<file path="config.mk">
export PLATFORM = sky130hd
export DESIGN_NAME = wb_tmem
export DESIGN_NICKNAME = d
export VERILOG_FILES = /design/src/rtl/secv_pkg.sv /design/src/rtl/wb_tmem.sv
export VERILOG_INCLUDE_DIRS = /design/src /design/src/rtl
export SDC_FILE = /design/constraint.sdc
export NUM_CORES = 2
export LEC_CHECK = 0
export ABC_AREA = 0
export BUFFER_PORTS_ARGS = -buffer_cell sky130_fd_sc_hd__buf_2
export CAP_MARGIN = 30
export CORE_ASPECT_RATIO = 0.5
export CORE_MARGIN = 3
export CORE_UTILIZATION = 49
export DETAILED_ROUTE_END_ITERATION = 8
export PLACE_DENSITY = 0.76
export SLEW_MARGIN = 20
export SYNTH_ARGS = -nofsm -noshare
export SYNTH_HDL_FRONTEND = slang
export SYNTH_SLANG_ARGS = --single-unit
</file>
<file path="constraint.sdc">
create_clock -name clk_i -period 5.5 [get_ports clk_i]
set_input_delay 0.825 -clock clk_i [delete_from_list [all_inputs] [get_ports clk_i]]
set_output_delay 0.825 -clock clk_i [all_outputs]
set_load 0.05 [all_outputs]
</file>
<file path="src/rtl/secv_defs.svh">
// Width and geometry macros for the tagged memory subsystem, plus the access fault mask
`ifndef SECV_DEFS_SVH
`define SECV_DEFS_SVH

// Data path width
`define SECV_XLEN 64

// Data RAM word address for 256 doublewords
`define SECV_DADR_W 8

// Allocation and pointer tag width
`define SECV_TAG_W 4

// Tag RAM word holds four granule tags
`define SECV_TLEN 16

// Tag RAM word address width
`define SECV_TADR_W 7

// Doubleword addresses with bit 7 set fault
// The upper half of data memory is off limits
`define SECV_ADR_FAULT_MASK 8'h80

`endif

</file>
<file path="src/rtl/secv_pkg.sv">
// Package with data, address, opcode, error code, FU struct and FSM types plus sign extension
`include "secv_defs.svh"

package secv_pkg;

    typedef logic [`SECV_XLEN-1:0]   xlen_t;
    typedef logic [`SECV_TAG_W-1:0]  tag_t;
    typedef logic [`SECV_DADR_W-1:0] dadr_t;
    typedef logic [`SECV_TADR_W-1:0] tadr_t;

    // Codes 7 and 12..15 are invalid
    typedef enum logic [3:0] {
        MEM_OP_LB  = 4'd0,
        MEM_OP_LH  = 4'd1,
        MEM_OP_LW  = 4'd2,
        MEM_OP_LD  = 4'd3,
        MEM_OP_LBU = 4'd4,
        MEM_OP_LHU = 4'd5,
        MEM_OP_LWU = 4'd6,
        MEM_OP_SB  = 4'd8,
        MEM_OP_SH  = 4'd9,
        MEM_OP_SW  = 4'd10,
        MEM_OP_SD  = 4'd11
    } mem_op_t;

    // Access faults follow the RISC-V cause numbers
    typedef enum logic [4:0] {
        ECODE_NONE               = 5'd0,
        ECODE_OP_INVALID         = 5'd2,
        ECODE_LOAD_ACCESS_FAULT  = 5'd5,
        ECODE_STORE_ACCESS_FAULT = 5'd7,
        ECODE_MTAG_LOAD_INVLD    = 5'd24,
        ECODE_MTAG_STORE_INVLD   = 5'd25
    } ecode_t;

    typedef struct packed {
        logic    ena;
        mem_op_t op;
        xlen_t   src1;
        xlen_t   src2;
    } funit_in_t;

    typedef struct packed {
        logic   rdy;
        logic   err;
        ecode_t ecode;
        xlen_t  res;
        logic   res_wb;
    } funit_out_t;

    typedef enum logic [1:0] {IDLE, FETCH, DONE} tchk_state_t;

    typedef enum logic [1:0] {TAG, ACCESS, RESP} mfu_state_t;

    function automatic xlen_t sext8(input logic [7:0] v);
        return {{(`SECV_XLEN-8){v[7]}}, v};
    endfunction

    function automatic xlen_t sext16(input logic [15:0] v);
        return {{(`SECV_XLEN-16){v[15]}}, v};
    endfunction

    function automatic xlen_t sext32(input logic [31:0] v);
        return {{(`SECV_XLEN-32){v[31]}}, v};
    endfunction

endpackage

</file>
<file path="src/rtl/wb_tmem.sv">
// Tag RAM with a nibble-selectable Wishbone read port and an external single-tag write port
`include "secv_defs.svh"

module wb_tmem
    import secv_pkg::*;
#(
    parameter int DEPTH = 2 ** `SECV_TADR_W
) (
    input  logic                              clk_i,
    input  logic                              rst_n_i,
    input  logic                              cyc_i,
    input  logic                              stb_i,
    input  logic [`SECV_TLEN/`SECV_TAG_W-1:0] sel_i,
    input  tadr_t                             adr_i,
    output logic [`SECV_TLEN-1:0]             dat_o,
    output logic                              ack_o,
    input  logic                              we_i,
    input  logic [`SECV_TADR_W+1:0]           gidx_i,
    input  tag_t                              tag_i
);

    localparam int NIB_N = `SECV_TLEN / `SECV_TAG_W;

    logic [`SECV_TLEN-1:0] mem [DEPTH];
    logic [`SECV_TLEN-1:0] rmask;
    tadr_t                 wadr;
    logic [1:0]            wnib;
    logic                  req;

    // Granule index splits into word and nibble
    assign wadr = gidx_i[`SECV_TADR_W+1:2];
    assign wnib = gidx_i[1:0];
    assign req  = cyc_i && stb_i && !ack_o;

    // Unselected nibbles read as zero
    always_comb begin
        for (int n = 0; n < NIB_N; n++) begin
            rmask[n*`SECV_TAG_W +: `SECV_TAG_W] = {`SECV_TAG_W{sel_i[n]}};
        end
    end

    always_ff @(posedge clk_i) begin
        if (!rst_n_i) begin
            for (int i = 0; i < DEPTH; i++) begin
                mem[i] <= '0;
            end
        end else if (we_i) begin
            mem[wadr][wnib*`SECV_TAG_W +: `SECV_TAG_W] <= tag_i;
        end
    end

    always_ff @(posedge clk_i) begin
        if (req) begin
            dat_o <= mem[adr_i] & rmask;
        end
    end

    always_ff @(posedge clk_i) begin
        if (!rst_n_i) begin
            ack_o <= 1'b0;
        end else begin
            ack_o <= req;
        end
    end

endmodule

</file>
Word level (Yosys, flattened, before mapping)
Memories as Yosys holds them, arrays and structs flattened.
Index checks and enable logic that the tools add are counted.

word-level totals
  register bits after elaboration = 17
  bits of input ports = 29
  memories = 1
  bits in writable memories = 2,048

memories
  memory  words  width  rd ports  clocked after Yosys merged registers in  write ports  line           source
  mem     128    16     1         0                                        128          wb_tmem.sv:24  logic [`SECV_TLEN-1:0] mem [DEPTH];

operators by class
  $add $sub $neg = 1
  mux-type cells = 7
  shifts and indexed selects = 2
  reduce and logical (&&, ||, !) cells = 4
  bitwise operators = 1

operators by type and width
  cell                                                   count
  two-way mux 16 bit                                     3
  negator 4 -> 34 bit                                    1
  variable shift 4 x 34 -> 16 bit, first input constant  1
  variable part select 4 x 34 -> 16 bit                  1
  bitwise AND 16 bit                                     1
  OR reduction 16 bit                                    1
  two-way mux 7 bit                                      1
  two-way mux 1 bit                                      3
  logical AND 1 bit                                      2
  logical NOT 1 bit                                      1

Longest topological paths before layout
  word-level depth = 5
  mapped depth = 10
  depth with buffers taken out = 6

Least setup slack after synthesis
Ideal clock, no wire load.

  path kind = input to register
  start = input adr_i[0]
  end = register dat_o[10], data pin
  path buffers = 3
  setup time = 0.272 ns
  cell stages on the path = 8
  arrival time = 2.401 ns
  setup slack = 2.828 ns
  cell sequence = clkbuf_2 > buf_2 > buf_2 > mux4_2 > a22oi_1 > nand4_1 > a31oi_1 > a41oi_1

between the ends
  cells in the longest elaborated chain, start to end = 2

RTL lines
  what                        line           source
  start, declared             wb_tmem.sv:14  input tadr_t adr_i,
  memory read (128 x 16 bit)  n/a
  bitwise AND 16 bit          wb_tmem.sv:54  dat_o <= mem[adr_i] & rmask;
  end signal, assigned        wb_tmem.sv:54
  end, declared               wb_tmem.sv:15  output logic [`SECV_TLEN-1:0] dat_o,

Every way passes these cells.
A chain may end at the register's enable or synchronous reset.

Worst setup path after layout
  start = input adr_i[0]
  end = register dat_o[9], data pin

The elaborated chain is that of the path after synthesis.

==> summary.md <==
| Metric | Value |
|---|---|
| Status | `finished, final reports clean` |
| RR Startpoint | `mem[124][9]$_SDFFCE_PN0P_` |
| Core Box Area | `~180,000 um2` |
| MaxCap Viol Count | `0` |
| Hold_sp | `sel_i[1]` |
| Setup bufs post-CTS | `0` |
| Reg clk slew, reported paths | `roughly 0.060 ns` |
| Setup crit start kind | `input pin` |
| Clock buffer depth | `3` |
| #FFs+latches synth | `slightly above 2,000` |
| Initial core utilization | `between 40% and 50%` |
| Leak | `32.01 nW` |
| Fillers | `about 14,000` |
| # clock sinks | `2,065` |
| Relative slew margins | `21.25%` |
| Fin util | `a little over half` |
| Final hold viol count | `0` |
| Global route total overflow | `0` |
| Clock skew | `0.04942 ns` |
| Syn Area/Cell | `about 13 um2` |
| Crit Path Max Fanout | `64` |
| Post-CTS sizing | `0` |
| Kind of critical path | `in2reg` |
| Final Wtd Congestion | `0.8989` |
| Later-pin clock latency in the skew report | `about 0.83 ns` |
| Layout cells sized above 1 | `between 10% and 20%` |
| Largest net degree at the start of global routing | `160` |
| Synth Warn # | `0` |
| Syn nets | `between 7,000 and 8,000` |
| Crit Reg-Reg Endpoint | `dat_o[9]$_DFFE_PP_` |
| # hold bufs at CTS | `0` |
| H-Tree Depth | `4` |
| Fin nets | `around 7,000` |
| Worst-Margin Slew | `1.181 ns` |
| IR drop worst, VDD | `about 0.25 mV` |
| WL final | `249,400 um` |
| Routed vias/inst | `6.206` |
| Reg2Reg Depth | `5` |
| First-pass GRT wire length | `between 300,000 and 400,000 um` |
| PwrDens | `roughly 330 nW/um2` |
| Hold endpoint | `dat_o[7]$_DFFE_PP_` |
| Initial DRT Pass Iterations | `7` |
| Worst Hold Path Cells | `3` |
| Dpl hpwl | `between 150,000 and 200,000 um` |
| Setup_tns | `0 ns` |
| Mapped Area | `91,680 um2` |
| Reg-to-reg slack, setup | `between 2 and 2.5 ns` |
| FP Rows | `about 110` |
| Full die area | `roughly 190,000 um2` |
| Root Buffer | `clkbuf_16` |
| Iter 0 DRT Violations | `8,993` |
| Total GRT Usage | `approximately a quarter` |
| F_max | `~0.26 GHz` |
| Antenna-violating nets left | `0` |
| Hold WC Path Type | `in2reg` |
| Syn-to-layout area delta | `8.931%` |
| # setup viols final | `0` |
| I/O pin cnt | `46` |
| Min cycle time layout | `just under 4 ns` |
| Period utilization | `between 70% and 80%` |
| Data arrival, critical path | `around 4.4 ns` |
| Cts bufs inserted | `179` |
| Sequential area share after synthesis | `67.63%` |
| CTS tree | `done` |
| RSZ-0062 raised after global routing | `no` |
| Critical Path End Type | `flop` |
| Vias in the first global route | `57,147` |
| Yosys cell types | `39` |
| IO buf count | `45` |
| Slew Limit Fails | `0` |
| Required @ worst endpoint | `6.04 ns` |
| Die height | `between 300 and 400 um` |
| DRC Markers | `0` |
| Initial antenna violation count | `9` |
| WL/cell | `25.95 um` |
| Via Count | `between 50,000 and 60,000` |
| Die X | `approximately 620 um` |
| Cells after Synth | `7,173` |
## cells in the final DEF, fill, tap and decap left out, types with 3 or more instances in the layout
| cell type | instances |
|---|---|
| nor3_2 | 6 |
| mux4_2 | 320 |
| nand2_1 | 1067 |
| nand2_4 | 16 |
| inv_1 | 7 |
| edfxtp_1 | 2064 |
| buf_2 | 42 |
| nand3_1 | 61 |
| clkinv_1 | 49 |
| nor2_4 | 3 |
| nor2_2 | 4 |
| nor2b_1 | 4 |
| and3_4 | 4 |
| clkinv_8 | 3 |
| ha_1 | 4 |
| clkbuf_16 | 182 |
| nor3b_1 | 3 |
| mux2i_1 | 384 |
| a32oi_1 | 4 |
| nand3b_1 | 5 |
| a221oi_1 | 14 |
| bufinv_16 | 8 |
| a21oi_1 | 17 |
| buf_8 | 3 |
| a41oi_1 | 14 |
| inv_16 | 5 |
| nand4_1 | 50 |
| a31oi_1 | 30 |
| clkbuf_1 | 42 |
| buf_12 | 34 |
| buf_4 | 83 |
| nor2_1 | 2210 |
| a22oi_1 | 317 |
| nor2b_4 | 4 |
| inv_6 | 3 |
| clkinv_2 | 29 |
## layer usage
layer	routed length (um)	vias to the layer above	track usage [%]	share of wire, %
met3	37480	541	7.122	15
met1	87440	29140	34.40	35
met4	9388	8	9.393	3.8
met5	57	-	0	0.023
li1	-	25459	-	-
met2	115000	4495	39.88	46
## cell families (layout without fill, tap and decap cells)
| logic type | Yosys count | count (layout) | synth area share, % |
|---|---|---|---|
| flops | 2065 | 2065 | 67.63 |
| compound gates | 397 | 397 | 3.207 |
| mux | 704 | 704 | 12.05 |
| other cells | 0 | 2 | 0 |
| fa+ha+maj | 4 | 4 | 0.05459 |
| buf+inv | 548 | 498 | 2.518 |
| simple gates | 3455 | 3455 | 14.54 |
## report_power, final
part / internal (mW) / switching, mW / total, mW
clock: 6.49 / 5.79 / 12.3
sequential: 18.1 / 0.282 / 18.3
combinational: 0.739 / 1.51 / 2.25
## synth_stat cells, drive strengths merged
library cell	n	area, um2
or3	2	12.51
and2	3	18.77
a41oi	14	122.6
inv	7	26.28
nand3b	5	37.54
and3	4	25.02
a221oi	14	122.6
clkbuf	380	1428
a21oi	17	85.08
dfxtp	1	20.02
nand2	1085	4075
or2	1	6.260
or3b	4	35.04
edfxtp	2064	61980
a211oi	1	7.510
nand3	61	305.3
a22oi	317	2380
a31oi	30	187.7
buf	161	854.6
nand2b	2	12.51
a32oi	4	35.03
nand4	50	312.8
nor2b	8	50.05
mux2i	384	3844
nor3b	4	30.03
mux4	320	7207
nor3	8	60.06
ha	4	50.05
nor2	2217	8339
nand4bb	1	11.26
## sequential cells by signal, summed over array words and instances (netlist names)
register,count
mem,2048
ack_o,1
dat_o,16
## area by class of cell
class                   count  area (um2)  area share, %
diodes                      2       5.005       0.005011
flip-flops and latches   2065       62000          62.08
clock buffers             224        4712          4.718
well taps                2486        3110          3.115
multi-input cells        4560       27580          27.61
repair buffers            165        1609          1.611
inverters                   7       26.28        0.02631
clock inverters           102       829.5         0.8306
## worst max-delay path, cell delays in order
cell and delay, ns:
buf_8 0.26, buf_16 0.45, buf_12 0.36, mux4_2 0.55
a22oi_1 0.59, nand4_1 0.64, nor3_1 0.50, a31oi_1 0.13
## worst max path at each step
stage | end | start | cells past startpoint
final | dat_o[9]$_DFFE_PP_ | adr_i[0] | 8
after global routing | dat_o[15]$_DFFE_PP_ | adr_i[0] | 8
after CTS | dat_o[9]$_DFFE_PP_ | adr_i[0] | 7
after detailed placement | dat_o[12]$_DFFE_PP_ | adr_i[0] | 7
after global placement | dat_o[9]$_DFFE_PP_ | adr_i[0] | 7
after floorplan | dat_o[10]$_DFFE_PP_ | adr_i[0] | 8
## stage by stage
stage / hold WS [ns] / setup slack [ns] / area [um2] / std cells / power [mW]
global route: 0.4750 / 1.481 / 99870 / 9610 / 33.67
floorplan: 0.7891 / 2.828 / 91680 / 7173 / 19.99
finish: 0.4666 / 1.630 / 99870 / 9611 / 32.88
global placement: 0.8036 / 0.9279 / 94270 / 9280 / 20.80
detailed placement: 0.7976 / 0.8811 / 94280 / 9281 / 20.86
CTS: 0.4099 / 1.724 / 99820 / 9607 / 32.81
Note: power is estimated with default switching activity, not from simulation.
