`config.mk`:
```
export PLATFORM = sky130hd
export DESIGN_NAME = mem_fu
export DESIGN_NICKNAME = d
export VERILOG_FILES = /design/src/rtl/secv_pkg.sv /design/src/rtl/mem_fu.sv
export VERILOG_INCLUDE_DIRS = /design/src /design/src/rtl
export SDC_FILE = /design/constraint.sdc
export NUM_CORES = 1
export LEC_CHECK = 0
export BUFFER_PORTS_ARGS = -buffer_cell sky130_fd_sc_hd__buf_2
export CORE_AREA = 2 2 139 141
export DETAILED_ROUTE_END_ITERATION = 7
export DIE_AREA = 0 0 141 143
export GPL_ROUTABILITY_DRIVEN = 0
export PLACE_DENSITY = 0.46
export SYNTH_ARGS = -nofsm -noshare
export SYNTH_HDL_FRONTEND = slang
export SYNTH_SLANG_ARGS = --single-unit
```
`constraint.sdc`:
```
create_clock -name clk_i -period 3 [get_ports clk_i]
set_input_delay 0.6 -clock clk_i [delete_from_list [all_inputs] [get_ports clk_i]]
set_output_delay 0.6 -clock clk_i [all_outputs]
set_load 0.005 [all_outputs]
```
`src/rtl/secv_defs.svh`:
```
// Width and geometry macros for the tagged memory subsystem, plus the access fault mask
`ifndef SECV_DEFS_SVH
`define SECV_DEFS_SVH

// Data path width
`define SECV_XLEN 64

// Data RAM word address for 256 doublewords
`define SECV_DADR_W 8

// Allocation and pointer tag width
`define SECV_TAG_W 4

// Tag RAM word holds four granule tags
`define SECV_TLEN 16

// Tag RAM word address width
`define SECV_TADR_W 7

// Doubleword addresses with bit 7 set fault
// The upper half of data memory is off limits
`define SECV_ADR_FAULT_MASK 8'h80

`endif

```
`src/rtl/secv_pkg.sv`:
```
// Package with data, address, opcode, error code, FU struct and FSM types plus sign extension
`include "secv_defs.svh"

package secv_pkg;

    typedef logic [`SECV_XLEN-1:0]   xlen_t;
    typedef logic [`SECV_TAG_W-1:0]  tag_t;
    typedef logic [`SECV_DADR_W-1:0] dadr_t;
    typedef logic [`SECV_TADR_W-1:0] tadr_t;

    // Codes 7 and 12..15 are invalid
    typedef enum logic [3:0] {
        MEM_OP_LB  = 4'd0,
        MEM_OP_LH  = 4'd1,
        MEM_OP_LW  = 4'd2,
        MEM_OP_LD  = 4'd3,
        MEM_OP_LBU = 4'd4,
        MEM_OP_LHU = 4'd5,
        MEM_OP_LWU = 4'd6,
        MEM_OP_SB  = 4'd8,
        MEM_OP_SH  = 4'd9,
        MEM_OP_SW  = 4'd10,
        MEM_OP_SD  = 4'd11
    } mem_op_t;

    // Access faults follow the RISC-V cause numbers
    typedef enum logic [4:0] {
        ECODE_NONE               = 5'd0,
        ECODE_OP_INVALID         = 5'd2,
        ECODE_LOAD_ACCESS_FAULT  = 5'd5,
        ECODE_STORE_ACCESS_FAULT = 5'd7,
        ECODE_MTAG_LOAD_INVLD    = 5'd24,
        ECODE_MTAG_STORE_INVLD   = 5'd25
    } ecode_t;

    typedef struct packed {
        logic    ena;
        mem_op_t op;
        xlen_t   src1;
        xlen_t   src2;
    } funit_in_t;

    typedef struct packed {
        logic   rdy;
        logic   err;
        ecode_t ecode;
        xlen_t  res;
        logic   res_wb;
    } funit_out_t;

    typedef enum logic [1:0] {IDLE, FETCH, DONE} tchk_state_t;

    typedef enum logic [1:0] {TAG, ACCESS, RESP} mfu_state_t;

    function automatic xlen_t sext8(input logic [7:0] v);
        return {{(`SECV_XLEN-8){v[7]}}, v};
    endfunction

    function automatic xlen_t sext16(input logic [15:0] v);
        return {{(`SECV_XLEN-16){v[15]}}, v};
    endfunction

    function automatic xlen_t sext32(input logic [31:0] v);
        return {{(`SECV_XLEN-32){v[31]}}, v};
    endfunction

endpackage

```
`src/rtl/mem_fu.sv`:
```
// Memory function unit with load/store decode, fault checks, data bus master and result forming
`include "secv_defs.svh"

module mem_fu
    import secv_pkg::*;
(
    input  logic                      clk_i,
    input  logic                      rst_n_i,
    input  funit_in_t                 fu_i,
    output funit_out_t                fu_o,
    input  logic                      tchk_done_i,
    input  logic                      tag_err_i,
    output logic                      dmem_cyc_o,
    output logic                      dmem_stb_o,
    output logic [`SECV_XLEN/8-1:0]   dmem_sel_o,
    output dadr_t                     dmem_adr_o,
    output logic                      dmem_we_o,
    output xlen_t                     dmem_dat_o,
    input  xlen_t                     dmem_dat_i,
    input  logic                      dmem_ack_i
);

    localparam int SEL_W = `SECV_XLEN / 8;

    mfu_state_t       state_q;
    mfu_state_t       state_d;
    logic [SEL_W-1:0] sel;
    logic             load;
    logic             valid;
    logic             fault;
    logic             go;
    logic             bus_act;
    xlen_t            wdat;
    xlen_t            rdat;
    dadr_t            dadr;
    ecode_t           fault_code;

    assign dadr = fu_i.src1[`SECV_DADR_W+2:3];

    // Op decode with data always in the low lanes
    always_comb begin
        sel   = '0;
        load  = 1'b0;
        valid = 1'b1;
        wdat  = '0;
        rdat  = '0;
        case (fu_i.op)
            MEM_OP_LB: begin
                sel  = SEL_W'(8'h01);
                load = 1'b1;
                rdat = sext8(dmem_dat_i[7:0]);
            end
            MEM_OP_LH: begin
                sel  = SEL_W'(8'h03);
                load = 1'b1;
                rdat = sext16(dmem_dat_i[15:0]);
            end
            MEM_OP_LW: begin
                sel  = SEL_W'(8'h0f);
                load = 1'b1;
                rdat = sext32(dmem_dat_i[31:0]);
            end
            MEM_OP_LD: begin
                sel  = SEL_W'(8'hff);
                load = 1'b1;
                rdat = dmem_dat_i;
            end
            MEM_OP_LBU: begin
                sel  = SEL_W'(8'h01);
                load = 1'b1;
                rdat = xlen_t'(dmem_dat_i[7:0]);
            end
            MEM_OP_LHU: begin
                sel  = SEL_W'(8'h03);
                load = 1'b1;
                rdat = xlen_t'(dmem_dat_i[15:0]);
            end
            MEM_OP_LWU: begin
                sel  = SEL_W'(8'h0f);
                load = 1'b1;
                rdat = xlen_t'(dmem_dat_i[31:0]);
            end
            MEM_OP_SB: begin
                sel  = SEL_W'(8'h01);
                wdat = xlen_t'(fu_i.src2[7:0]);
            end
            MEM_OP_SH: begin
                sel  = SEL_W'(8'h03);
                wdat = xlen_t'(fu_i.src2[15:0]);
            end
            MEM_OP_SW: begin
                sel  = SEL_W'(8'h0f);
                wdat = xlen_t'(fu_i.src2[31:0]);
            end
            MEM_OP_SD: begin
                sel  = SEL_W'(8'hff);
                wdat = fu_i.src2;
            end
            default: valid = 1'b0;
        endcase
    end

    // Fault priority: invalid op, then tag, then address mask
    always_comb begin
        fault      = 1'b1;
        fault_code = ECODE_NONE;
        if (!valid) begin
            fault_code = ECODE_OP_INVALID;
        end else if (tag_err_i) begin
            fault_code = load ? ECODE_MTAG_LOAD_INVLD : ECODE_MTAG_STORE_INVLD;
        end else if ((dadr & `SECV_ADR_FAULT_MASK) != '0) begin
            fault_code = load ? ECODE_LOAD_ACCESS_FAULT : ECODE_STORE_ACCESS_FAULT;
        end else begin
            fault = 1'b0;
        end
    end

    // Bus cycle opens as soon as a clean tag check arrives
    assign go      = (state_q == TAG) && fu_i.ena && tchk_done_i && !fault;
    assign bus_act = go || (state_q == ACCESS);

    assign dmem_cyc_o = bus_act;
    assign dmem_stb_o = bus_act;
    assign dmem_sel_o = bus_act ? sel : '0;
    assign dmem_adr_o = bus_act ? dadr : '0;
    assign dmem_we_o  = bus_act && !load;
    assign dmem_dat_o = bus_act ? wdat : '0;

    always_comb begin
        state_d     = state_q;
        fu_o        = '0;
        fu_o.ecode  = ECODE_NONE;
        case (state_q)
            TAG: begin
                if (fu_i.ena && tchk_done_i) begin
                    if (fault) begin
                        fu_o.rdy   = 1'b1;
                        fu_o.err   = 1'b1;
                        fu_o.ecode = fault_code;
                        state_d    = RESP;
                    end else begin
                        state_d = ACCESS;
                    end
                end
            end
            ACCESS: begin
                if (dmem_ack_i) begin
                    fu_o.rdy    = 1'b1;
                    fu_o.res    = rdat;
                    fu_o.res_wb = load;
                    state_d     = RESP;
                end
            end
            // Wait for the core to drop ena
            RESP: begin
                if (!fu_i.ena) begin
                    state_d = TAG;
                end
            end
            default: state_d = TAG;
        endcase
    end

    always_ff @(posedge clk_i) begin
        if (!rst_n_i) begin
            state_q <= TAG;
        end else begin
            state_q <= state_d;
        end
    end

endmodule

```
## Word-level counts from Yosys, hierarchy flattened

Index checks and enable logic that the tools add are counted.

- Input bits: 202
- Logic and storage cells: 61
- Output and inout bits: 155
- Register bits after elaboration: 2

- Reductions and logical operators: 17
- Mux-type cells: 28
- Eq/ne operators: 15

Operators by type and width:

| operator | count |
|---|---|
| one-hot mux 64 bit (7 select lines) | 1 |
| one-hot mux 64 bit (4 select lines) | 1 |
| two-way mux 65 bit | 2 |
| two-way mux 64 bit | 1 |
| one-hot mux 8 bit (4 select lines) | 1 |
| == test 4 bit (second input constant) | 4 |
| two-way mux 8 bit | 2 |
| two-way mux 7 bit | 2 |
| == test 4 x 3 -> 1 bit (second input constant) | 3 |
| OR reduction 11 bit | 1 |
| two-way mux 2 bit | 5 |
| two-way mux 5 bit | 2 |
| OR reduction 3 bit | 3 |
| == test 4 x 2 -> 1 bit (second input constant) | 2 |
| two-way mux 1 bit | 7 |
| OR reduction 7 bit | 1 |
| two-way mux 6 bit | 1 |
| one-hot mux 2 bit (3 select lines) | 1 |
| logical AND 1 bit | 5 |
| == test 4 x 1 -> 1 bit (second input constant) | 1 |
| zero test 4 bit | 1 |
| inequality test 2 bit (second input constant) | 2 |
| two-way mux 3 bit | 1 |
| AND reduction 3 bit | 1 |
| other kinds (8) | 9 |

## Depth between registers and ports, before layout

Gate-level depths: netlist of run 1.

- Depth in word-level cells: 10
- Depth in mapped cells: 7

## Worst setup path before layout of run 1

Ideal clock, no wire load.

- Kind: input -> output
- Start: input port fu_i[131] (netlist bit)
- End: output port dmem_sel_o[5]
- Stages on the path: 6
- Data arrival time: 1.874 ns
- Path slack: 0.526 ns
- Path buffers: 3
- Cell sequence: a211oi_1 > a31oi_1 > buf_2 > buf_2 > nor3_1 > buf_4

- Cells in the longest elaborated chain, start to end: 8

Ends and longest elaborated chain:

| what | line | source |
|---|---|---|
| start: declaration | mem_fu.sv:9 | `input funit_in_t fu_i,` |
| == test 4 x 3 -> 1 bit, or another cell as far along | mem_fu.sv:47 | `case (fu_i.op)` |
| OR reduction 11 bit (no source line) | - |  |
| two-way mux 1 bit | mem_fu.sv:47 |  |
| two-way mux 1 bit | mem_fu.sv:107 | `if (!valid) begin` |
| zero test 1 bit | mem_fu.sv:119 | `assign go = (state_q == TAG) && fu_i.ena && tchk_done_i && !fault;` |
| logical AND 1 bit | mem_fu.sv:119 |  |
| logical OR 1 bit | mem_fu.sv:120 | `assign bus_act = go \|\| (state_q == ACCESS);` |
| two-way mux 8 bit (*) | mem_fu.sv:124 | `assign dmem_sel_o = bus_act ? sel : '0;` |
| end: declaration | mem_fu.sv:15 | `` output logic [`SECV_XLEN/8-1:0] dmem_sel_o, `` |

Mark *: on every way between the ends. The rest lies on a longest branch, timed or not.

==> metrics.md, run 1 <==
| Metric | Value |
|---|---|
| Slew of the pin with the lowest slew margin | `669 ps` |
| DRC marker count from the first detailed-route iteration | `53` |
| Slew HR | `0.552` |
| Worst reg2reg path depth | `3` |
| Clk sink count | `2` |
| Setup_tns | `0 ps` |
| CTS buffer count | `3` |
| RSZ-0062 raised after global routing | `no` |
| Max FFs per register | `2` |
| Clock share of power | `0.420` |
| Final setup viols | `0` |
| Met3 WL | `1200 um` |
| Clock skew | `1.14 ps` |
| Worst EP arrival | `2270 ps` |
| CP most frequent cell | `buf_2` |
| Bufs on Longest Clock Path | `2` |
| Full die area | `0.0202 mm2` |
| Worst skew pair latency | `220 ps` |
| Int Pwr | `0.000322 W` |
| TritonCTS clock tree | `done` |
| Layout cells sized above 1 | `0.573` |
| Top cells by area, synth | `nor3b_1, a21oi_1, nand3_1` |
| Antenna-violating nets left | `0` |
| Design Power | `0.000476 W` |
| All-Layer GR Usage | `0.106` |
| Min-delay worst type | `register to register` |
| Cell Area, Placed | `0.00354 mm2` |
| PwrDens | `131 mW/mm2` |
| Yosys top cell area share | `0.174` |
| Finished Layout Cells | `824` |
| Crit. path cell count | `6` |
| Asr flop ratio synth | `0` |
| Die H | `143 um` |
| Top Metal Used | `met4` |
| CP Data Required Time | `2400 ps` |
| CP Cell Sequence | `buf_2 > buf_4 > or2_1 > or4b_1 > a21oi_2 > buf_2` |
| Startpoint types | `input pin` |
| Leak | `1.99 nW` |
| Leading registers by flop count | `state_q: 2 flops` |
| Worst hold path depth | `2` |
| Cells after DPL | `821` |
| Unique masters post-synth | `36` |
| Yosys Warn Count | `0` |
| Slowest cell on the critical path | `or4b_1` |
| Critical path buffers and inverters | `3` |
| Comb pwr share | `0.519` |
| Finished Cell Area | `0.00362 mm2` |
| Main synth FF type | `dfxtp_1` |
| Clk slew on worst S/H paths | `about 30 ps` |
| M1 WL | `4510 um` |
| Area growth syn-to-layout | `105%` |
| Sequential share of power | `0.061` |
| FP Rows | `50` |
| Max-slew violation count | `0` |
| Grt ovf | `0` |
| DP HPWL | `9960 um` |
| Metal2 WL | `a little over 6000 um` |
| Overall via count from detail_route | `approximately 3,300` |
| Post-Syn Instances | `311` |
| Initial antenna violation count | `2` |
| Core Region | `between 0.015 and 0.02 mm2` |
| Initial core utilization | `0.0952` |
| Nets | `between 700 and 800` |
| CP Class | `input pin to primary output` |
| FF+latch count, synth | `2` |
| IO Count | `357` |
| Yosys top cell by area | `nor3b_1` |
| Post-route DRC | `0` |
| Pre-antenna DRT Iters | `6` |
| Worst VDD drop | `between 0.0001 and 0.00015 V` |
| Period utilisation layout | `0.956` |
| Final WL | `between 10,000 and 15,000 um` |
| H-tree Lvls | `1` |
| Top delay family on crit path | `simple AND/OR/NAND/NOR gates` |
| Setup crit end kind | `primary output` |
| Post-Syn Area | `0.00177 mm2` |
| Status | `completed` |
| WL/cell | `14.4 um` |
| Global-route wire length before repair | `roughly 16,000 um` |
| Port Buffers | `300` |
| EDFF count, synth | `0` |
| Net Switching | `0.000154 W` |
| Largest reg by FF count | `state_q` |
| Seq/Total Area, Yosys | `0.0226` |
| Die Span X | `141 um` |
| Clock root buffer | `clkbuf_16` |
| Max Clock Freq | `roughly 0.35 GHz` |
| Syn_nets | `513` |
| Minimum clock period after layout | `2870 ps` |
| Largest net degree at the start of global routing | `36` |
| Final Hold Viols | `0` |
| Number of max-cap violations | `0` |
| Crit path largest cell delay | `770 ps` |
| Switching Share | `0.324` |
| Final Core Density | `0.195` |
| CP max FO | `11` |
| Avg Vias per Cell | `just under 4` |
| Number of global-route vias before repair | `2,900` |
| Ant. Diodes | `0` |
| CTS Hold Bufs | `0` |
| Syn_area_per_cell | `5.68 um2` |
## final timing paths
kind                end  slack (ps)       start
max            fu_o[11]         130   fu_i[128]
min          state_q[0]         580  state_q[1]
max reg2reg  state_q[0]        1980  state_q[0]
min reg2reg  state_q[0]         580  state_q[1]
## final cells by class
cell class	instances	area, um2
fillers	2136	15000
repair buffers	322	1690
multi-input cells	258	1510
well taps	234	293
clock buffers	3	75.1
flip-flops and latches	2	40.0
inverters	5	18.8
## cells by family after synthesis
family | after synthesis | share of synthesized area
flip-flops | 2 | 0.0226
AO/OA/AOI/OAI | 70 | 0.225
AND/OR/NAND/NOR | 187 | 0.593
multiplexers | 1 | 0.00566
buffers and inverters | 51 | 0.154
## power by group through the flow
| stage | Combinational, W | Clock [W] | Sequential [W] |
|---|---|---|---|
| after detailed placement | 0.000250 | 0 | 0.0000293 |
| after global routing | 0.000275 | 0.000208 | 0.0000292 |
| after global placement | 0.000249 | 0 | 0.0000294 |
| after floorplan | 0.000100 | 0 | 0.0000290 |
| after CTS | 0.000251 | 0.000205 | 0.0000290 |
| final | 0.000247 | 0.000200 | 0.0000291 |
## per-stage QoR
step | worst slack, ps | hold WS [ps]
6_report | 133 | 583
5_1_grt | 38.2 | 600
4_1_cts | 16.4 | 571
3_5_place_dp | 61.8 | 559
3_3_place_gp | 63.4 | 567
2_1_floorplan | 526 | 521
## metal layers
| metal | global-route usage | vias up |
|---|---|---|
| li1 | - | 1631 |
| met1 | 0.117 | 1419 |
| met4 | 0.0111 | 0 |
| met3 | 0.0235 | 4 |
| met5 | 0 | - |
| met2 | 0.212 | 214 |
## cell usage in the layout (no fill, tap or decap)
master / n
buf_2: 300
a21oi_1: 51
nand2_1: 43
nor3b_1: 41
nand3_1: 33
nor2_1: 21
buf_4: 20
and2_1: 17
and3_1: 13
a21oi_2: 7
inv_1: 5
o21ai_0: 4
nand3b_1: 3
clkbuf_16: 3
nor4b_1: 2
or2_1: 2
nor2b_1: 2
a211oi_1: 2
buf_12: 2
dfxtp_1: 2
mux2i_1: 1
or3_1: 1
a2bb2oi_4: 1
nor4bb_4: 1
or3_4: 1
a31oi_1: 1
or4b_1: 1
nand2b_1: 1
and4bb_2: 1
nand4_1: 1
a211o_1: 1
a31oi_4: 1
nor2b_2: 1
and4_1: 1
nor3_1: 1
o21a_1: 1
o32ai_1: 1
## Yosys cell counts (2+ instances only)
library cell  count
nor4b_1           2
a211oi_1          2
nor3b_1          41
and2_1           17
buf_6             4
and3_1           13
inv_1             5
dfxtp_1           2
o21ai_0           4
clkbuf_1         14
a21oi_1          51
nor2_1           21
buf_4             6
nand3_1          33
a31oi_1           2
a21oi_2           7
buf_2            21
nand3b_1          3
or2_1             2
nor2b_1           3
nand2_1          43
## worst reg2reg max path, delay by kind of cell, from the launching register on
kind / cells / cell delay [ps]
AOI/OAI and AO/OA: 1 / 230
and+or+nand+nor: 2 / 400
DFF: 1 / 330
## repair_timing
action / 4_1_cts / 5_1_grt
hold endpoints to repair: 0 / 0
gates resized for setup: 0 / 1
buffers inserted: 0 / 0
setup endpoints to repair: 0 / 11
No activity file was read; power rests on OpenSTA's default activity.
==> inputs of run 2 (changes only) <==
- clock period: 3 -> 3.35 ns (I/O delays scaled with it)
==> run 2 against run 1 <==
  * Clock skew up 2.4 ps
  * Largest power group unchanged
  * Via count is 0.89% lower
  * Combinational power fell by 13%
  * Final area fell by 2.0%
  * Largest cell class unchanged
  * Routed wire length fell by 1.1%
  * Core utilization fell by 0.38 points
  * First-iteration DRC count up 11%
  * Sequential power down 10%
  * Register-to-register slack better by 380 ps
  * Clock power down 11%
  * Die area unchanged
  * Setup slack better by 90 ps
==> metrics.md, run 2 (synthesis gave the netlist of run 1 again) <==
| Metric | Value |
|---|---|
| Critical path buffers and inverters | `3` |
| Area occupied by multi-input gates | `roughly 0.0015 mm2` |
| WL/cell | `around 14 um` |
| Die Span X | `about 140 um` |
| Final Hold Viols | `0` |
| Global-route wire length before repair | `16,400 um` |
| All-Layer GR Usage | `0.105` |
| GR Layer Usage met2 | `0.212` |
| Leading registers by flop count | `state_q: 2 flops` |
| Met3 Use GR | `0.0268` |
| H-tree Lvls | `1` |
| Area growth syn-to-layout | `101%` |
| RR Startpoint | `state_q[0]` |
| Largest net degree at the start of global routing | `37` |
| DRC marker count from the first detailed-route iteration | `59` |
| FP Rows | `50` |
| Slew HR | `0.252` |
| Startpoint types | `input pin` |
| Most common cell after layout, fill and taps aside | `buf_2` |
| Clock root buffer | `clkbuf_16` |
| Worst EP arrival | `2460 ps` |
| Pre-antenna DRT Iters | `4` |
| Fill cells | `2,166` |
| Final WL | `11,800 um` |
| Max Clock Freq | `around 0.32 GHz` |
| Number of global-route vias before repair | `2,913` |
| DP HPWL | `between 9000 and 10,000 um` |
| Full die area | `0.0202 mm2` |
| Max FFs per register | `2` |
| Grt ovf | `0` |
| PwrDens | `approximately 120 mW/mm2` |
| CP Data Required Time | `2680 ps` |
| Slew of the pin with the lowest slew margin | `1120 ps` |
| Most frequent cells in the layout | `buf_2, a21oi_1, nand2_1, nor3b_1, nand3_1` |
| Port Buffers | `300` |
| FF/Latch Area | `40.0 um2` |
| Most Crowded Layer GR | `met2` |
| Post-cts gate resize count | `0` |
| Finished Layout Cells | `820` |
| Setup crit end kind | `primary output` |
| CP Cell Sequence | `buf_2 > or3_1 > a2bb2oi_2 > buf_4 > a21oi_1 > buf_2` |
| Largest reg by FF count | `state_q` |
| Clk sink count | `2` |
| Initial antenna violation count | `3` |
| Critical Path Sink | `fu_o[52]` |
| CP Launch Point | `fu_i[130]` |
| Setup bufs post-CTS | `0` |
| Initial core utilization | `0.0952` |
| Crit. path cell count | `6` |
| CTS buffer count | `3` |
| Avg Vias per Cell | `3.95` |
| Min-delay worst type | `register to register` |
| Status | `completed` |
| CP max FO | `23` |
| Core Region | `approximately 0.019 mm2` |
| Antenna-violating nets left | `0` |
| Top delay family on crit path | `compound AO/OA/AOI/OAI gates` |
| Clk slew on worst S/H paths | `roughly 30 ps` |
| Crit path largest cell delay | `830 ps` |
| Minimum clock period after layout | `3130 ps` |
| Leak | `1.96 nW` |
| Worst skew pair latency | `220 ps` |
| Overall via count from detail_route | `3,239` |
| Post-route DRC | `0` |
| Bufs on Longest Clock Path | `2` |
| Worst VDD drop | `0.000164 V` |
| Setup_tns | `0 ps` |
| Slowest cell on the critical path | `a2bb2oi_2` |
| Crit Reg-Reg Endpoint | `state_q[0]` |
| CTS Hold Bufs | `0` |
| Clock skew | `3.55 ps` |
| Register-to-register setup slack | `2360 ps` |
| Grt met1 use | `0.112` |
| Max-slew violation count | `0` |
| Nets | `789` |
| Worst reg2reg path depth | `3` |
| CP most frequent cell | `buf_2` |
| Number of max-cap violations | `0` |
| Period utilisation layout | `0.934` |
| TritonCTS clock tree | `done` |
| Layout cells sized above 1 | `0.569` |
| CP Class | `input pin to primary output` |
| Final setup viols | `0` |
| Die H | `143 um` |
| IO Count | `357` |
| Cells after DPL | `816` |
| RSZ-0062 raised after global routing | `no` |
-- run 2: cell types whose count changed in the layout (fill, tap and decap cells not counted) --
cell	change
a2bb2oi_2	+1
buf_12	-2
diode_2	+1
a2bb2oi_4	-1
buf_4	-3
-- run 2: cell type report --
cell class,count,share of cell area
inverter,5,0.00528
multi-input combinational,258,0.421
clock buffer,3,0.0211
timing repair buffer,317,0.458
antenna,1,0.000704
sequential,2,0.0113
tap,234,0.0824
-- run 2: worst min path at each step --
stage	startpoint	endpoint	cells past startpoint
global route	state_q[1]	state_q[0]	2
floorplan	state_q[1]	state_q[0]	2
CTS	state_q[1]	state_q[0]	2
global placement	state_q[1]	state_q[0]	2
detailed placement	state_q[1]	state_q[0]	2
finish	state_q[1]	state_q[0]	2
-- run 2: stage by stage --
| step | power (W) | worst slack [ps] | hold slack [ps] | cell area, um2 | util |
|---|---|---|---|---|---|
| after global placement | 0.000244 | 220 | 565 | 3480 | 0.187 |
| final | 0.000418 | 223 | 581 | 3550 | 0.191 |
| after floorplan | 0.000116 | 736 | 521 | 1770 | - |
| after CTS | 0.000425 | 230 | 569 | 3550 | 0.191 |
| after global routing | 0.000448 | 97.2 | 603 | 3550 | 0.191 |
| after detailed placement | 0.000244 | 262 | 557 | 3480 | 0.187 |
-- run 2: layer usage --
metal	vias to the layer above	part of all wire
met4	2	0.0064
li1	1623	-
met1	1402	0.39
met3	6	0.10
met2	206	0.50
met5	-	0.0010
-- run 2: power breakdown --
part	internal, W	switching (W)
sequential	0.0000250	0.00000111
combinational	0.000106	0.000108
clock	0.000152	0.0000264
total	0.000283	0.000135
-- run 2: worst min-delay path, stage by stage, from the launching register on --
cell and delay (ps):
dfxtp_1 330, inv_1 80, and3_1 130
==> inputs of run 3 (changes only) <==
- CORE_AREA: 2 2 139 141 -> 2 2 140 142
- DIE_AREA: 0 0 141 143 -> 0 0 142 144
- clock period: 3.35 -> 3.4 ns (I/O delays scaled with it)
==> run 3 against run 2 <==
  * Clock skew up 3.1 ps
  * Final area grew 0.35%
  * Final cell count is 0.12% higher
  * Setup slack better by 140 ps
  * Combinational power is 3% lower
  * Flip-flop and latch count stayed put
  * Sequential share of layout area barely moved
  * Critical path type unchanged
  * Largest cell class unchanged
==> metrics.md, run 3 (synthesis gave the netlist of run 1 again) <==
| Metric | Value |
|---|---|
| Clock root buffer | `clkbuf_16` |
| FP Rows | `51` |
| M1 WL | `roughly 3800 um` |
| CTS buffer count | `3` |
| Ant. Diodes | `0` |
| Slew HR | `0.398` |
| CP Cell Sequence | `buf_2 > a211oi_1 > a31oi_4 > inv_1 > and3_1 > buf_2` |
| Initial antenna violation count | `2` |
| Max FFs per register | `2` |
| Register-to-register setup slack | `2390 ps` |
| Final WL | `10,100 um` |
| TritonCTS clock tree | `done` |
| Area growth syn-to-layout | `102%` |
| RSZ-0062 raised after global routing | `no` |
| DP HPWL | `approximately 8300 um` |
| Post-route DRC | `0` |
| CP most frequent cell | `buf_2` |
| Number of max-cap violations | `0` |
| Top Metal Used | `met5` |
| Setup_tns | `0 ps` |
| Die H | `roughly 140 um` |
| Worst skew pair latency | `220 ps` |
| Die Span X | `142 um` |
| Most frequent cells in the layout | `buf_2, a21oi_1, nand2_1, nor3b_1, nand3_1` |
| Startpoint types | `input pin` |
| Slowest cell on the critical path | `a211oi_1` |
| Port Buffers | `300` |
| Top delay family on crit path | `buffers and inverters` |
| Metal2 WL | `5160 um` |
| Crit path largest cell delay | `480 ps` |
| Worst reg2reg path depth | `3` |
| Core Region | `0.0191 mm2` |
| Initial core utilization | `0.0927` |
| Crit Reg-Reg Endpoint | `state_q[0]` |
| DRC marker count from the first detailed-route iteration | `between 60 and 70` |
| Clk sink count | `2` |
| Final setup viols | `0` |
| H-tree Lvls | `1` |
| RR Startpoint | `state_q[0]` |
| Max Clock Freq | `0.329 GHz` |
| Global-route wire length before repair | `13,300 um` |
| Status | `completed` |
| IO Count | `357` |
| Layout cells sized above 1 | `0.568` |
| CTS Hold Bufs | `0` |
| WL/cell | `12.2 um` |
| Leak | `1.96 nW` |
| Grt ovf | `0` |
| Max-slew violation count | `0` |
| PwrDens | `115 mW/mm2` |
| Avg Vias per Cell | `about 3.9` |
| Clk slew on worst S/H paths | `about 30 ps` |
| Design Power | `0.000411 W` |
| Worst EP arrival | `between 2000 and 2500 ps` |
| Antenna-violating nets left | `0` |
| Setup bufs post-CTS | `0` |
| Hold path endpoint | `state_q[0]` |
| Number of global-route vias before repair | `2,604` |
| Slew of the pin with the lowest slew margin | `903 ps` |
| Pre-antenna DRT Iters | `4` |
| Minimum clock period after layout | `3040 ps` |
| CP Data Required Time | `2720 ps` |
| Setup crit end kind | `primary output` |
| Period utilisation layout | `0.893` |
| Overall via count from detail_route | `3,204` |
| Min-delay worst type | `register to register` |
| Bufs on Longest Clock Path | `2` |
| Final Hold Viols | `0` |
| Critical path buffers and inverters | `3` |
| Most common cell after layout, fill and taps aside | `buf_2` |
| Worst hold path depth | `2` |
| Post-cts gate resize count | `0` |
| Largest reg by FF count | `state_q` |
| Min-delay src | `state_q[1]` |
| Met3 WL | `1000 um` |
| Largest net degree at the start of global routing | `58` |
| Fill cells | `2,197` |
| Full die area | `0.0204 mm2` |
| CP Launch Point | `fu_i[131]` |
| CP Class | `input pin to primary output` |
| Nets | `787` |
| Clock skew | `6.62 ps` |
| CP max FO | `21` |
| Worst VDD drop | `0.0000845 V` |
| Leading registers by flop count | `state_q: 2 flops` |
| All-Layer GR Usage | `0.0822` |
-- run 3: cell type report --
cell class | count | area, um2 | area share
flip-flops and latches | 2 | 40.0 | 0.0112
clock buffers | 3 | 75.1 | 0.0211
inverters | 5 | 18.8 | 0.00526
repair buffers | 315 | 1640 | 0.460
well taps | 238 | 298 | 0.0835
multi-input cells | 258 | 1500 | 0.419
-- run 3: per-stage QoR --
stage / util / hold slack (ps) / instance area, um2 / cells / setup WS [ps]
2_1_floorplan: - / 521 / 1770 / 311 / 766
5_1_grt: 0.187 / 598 / 3570 / 821 / 161
3_5_place_dp: 0.183 / 559 / 3490 / 818 / 353
6_report: 0.187 / 589 / 3570 / 821 / 364
4_1_cts: 0.187 / 577 / 3570 / 821 / 332
3_3_place_gp: 0.183 / 564 / 3490 / 818 / 326
-- run 3: how the worst max path moves through the flow --
stage | to | slack (ps) | cells after the start
detailed placement | fu_o[50] | 350 | 6
CTS | dmem_sel_o[2] | 330 | 6
floorplan | dmem_sel_o[5] | 770 | 6
finish | dmem_sel_o[2] | 360 | 6
global placement | fu_o[50] | 330 | 6
global route | dmem_sel_o[2] | 160 | 6
-- run 3: report_power, final --
part,switching (W),internal [W],total [W]
combinational,0.000103,0.000105,0.000207
sequential,0.00000105,0.0000246,0.0000256
clock,0.0000286,0.000150,0.000178
total,0.000132,0.000279,0.000411
-- run 3: per-layer routing --
metal | global-route usage | up-vias
met3 | 0.0192 | 10
met4 | 0.0121 | 2
li1 | - | 1618
met5 | 0 | -
met2 | 0.165 | 207
met1 | 0.0882 | 1367
-- run 3: tightest hold or removal path: cells and delay by family (launching register included) --
family	cells	cell delay, ps
DFF	1	330
and+or+nand+nor	1	140
buffers and inverters	1	80
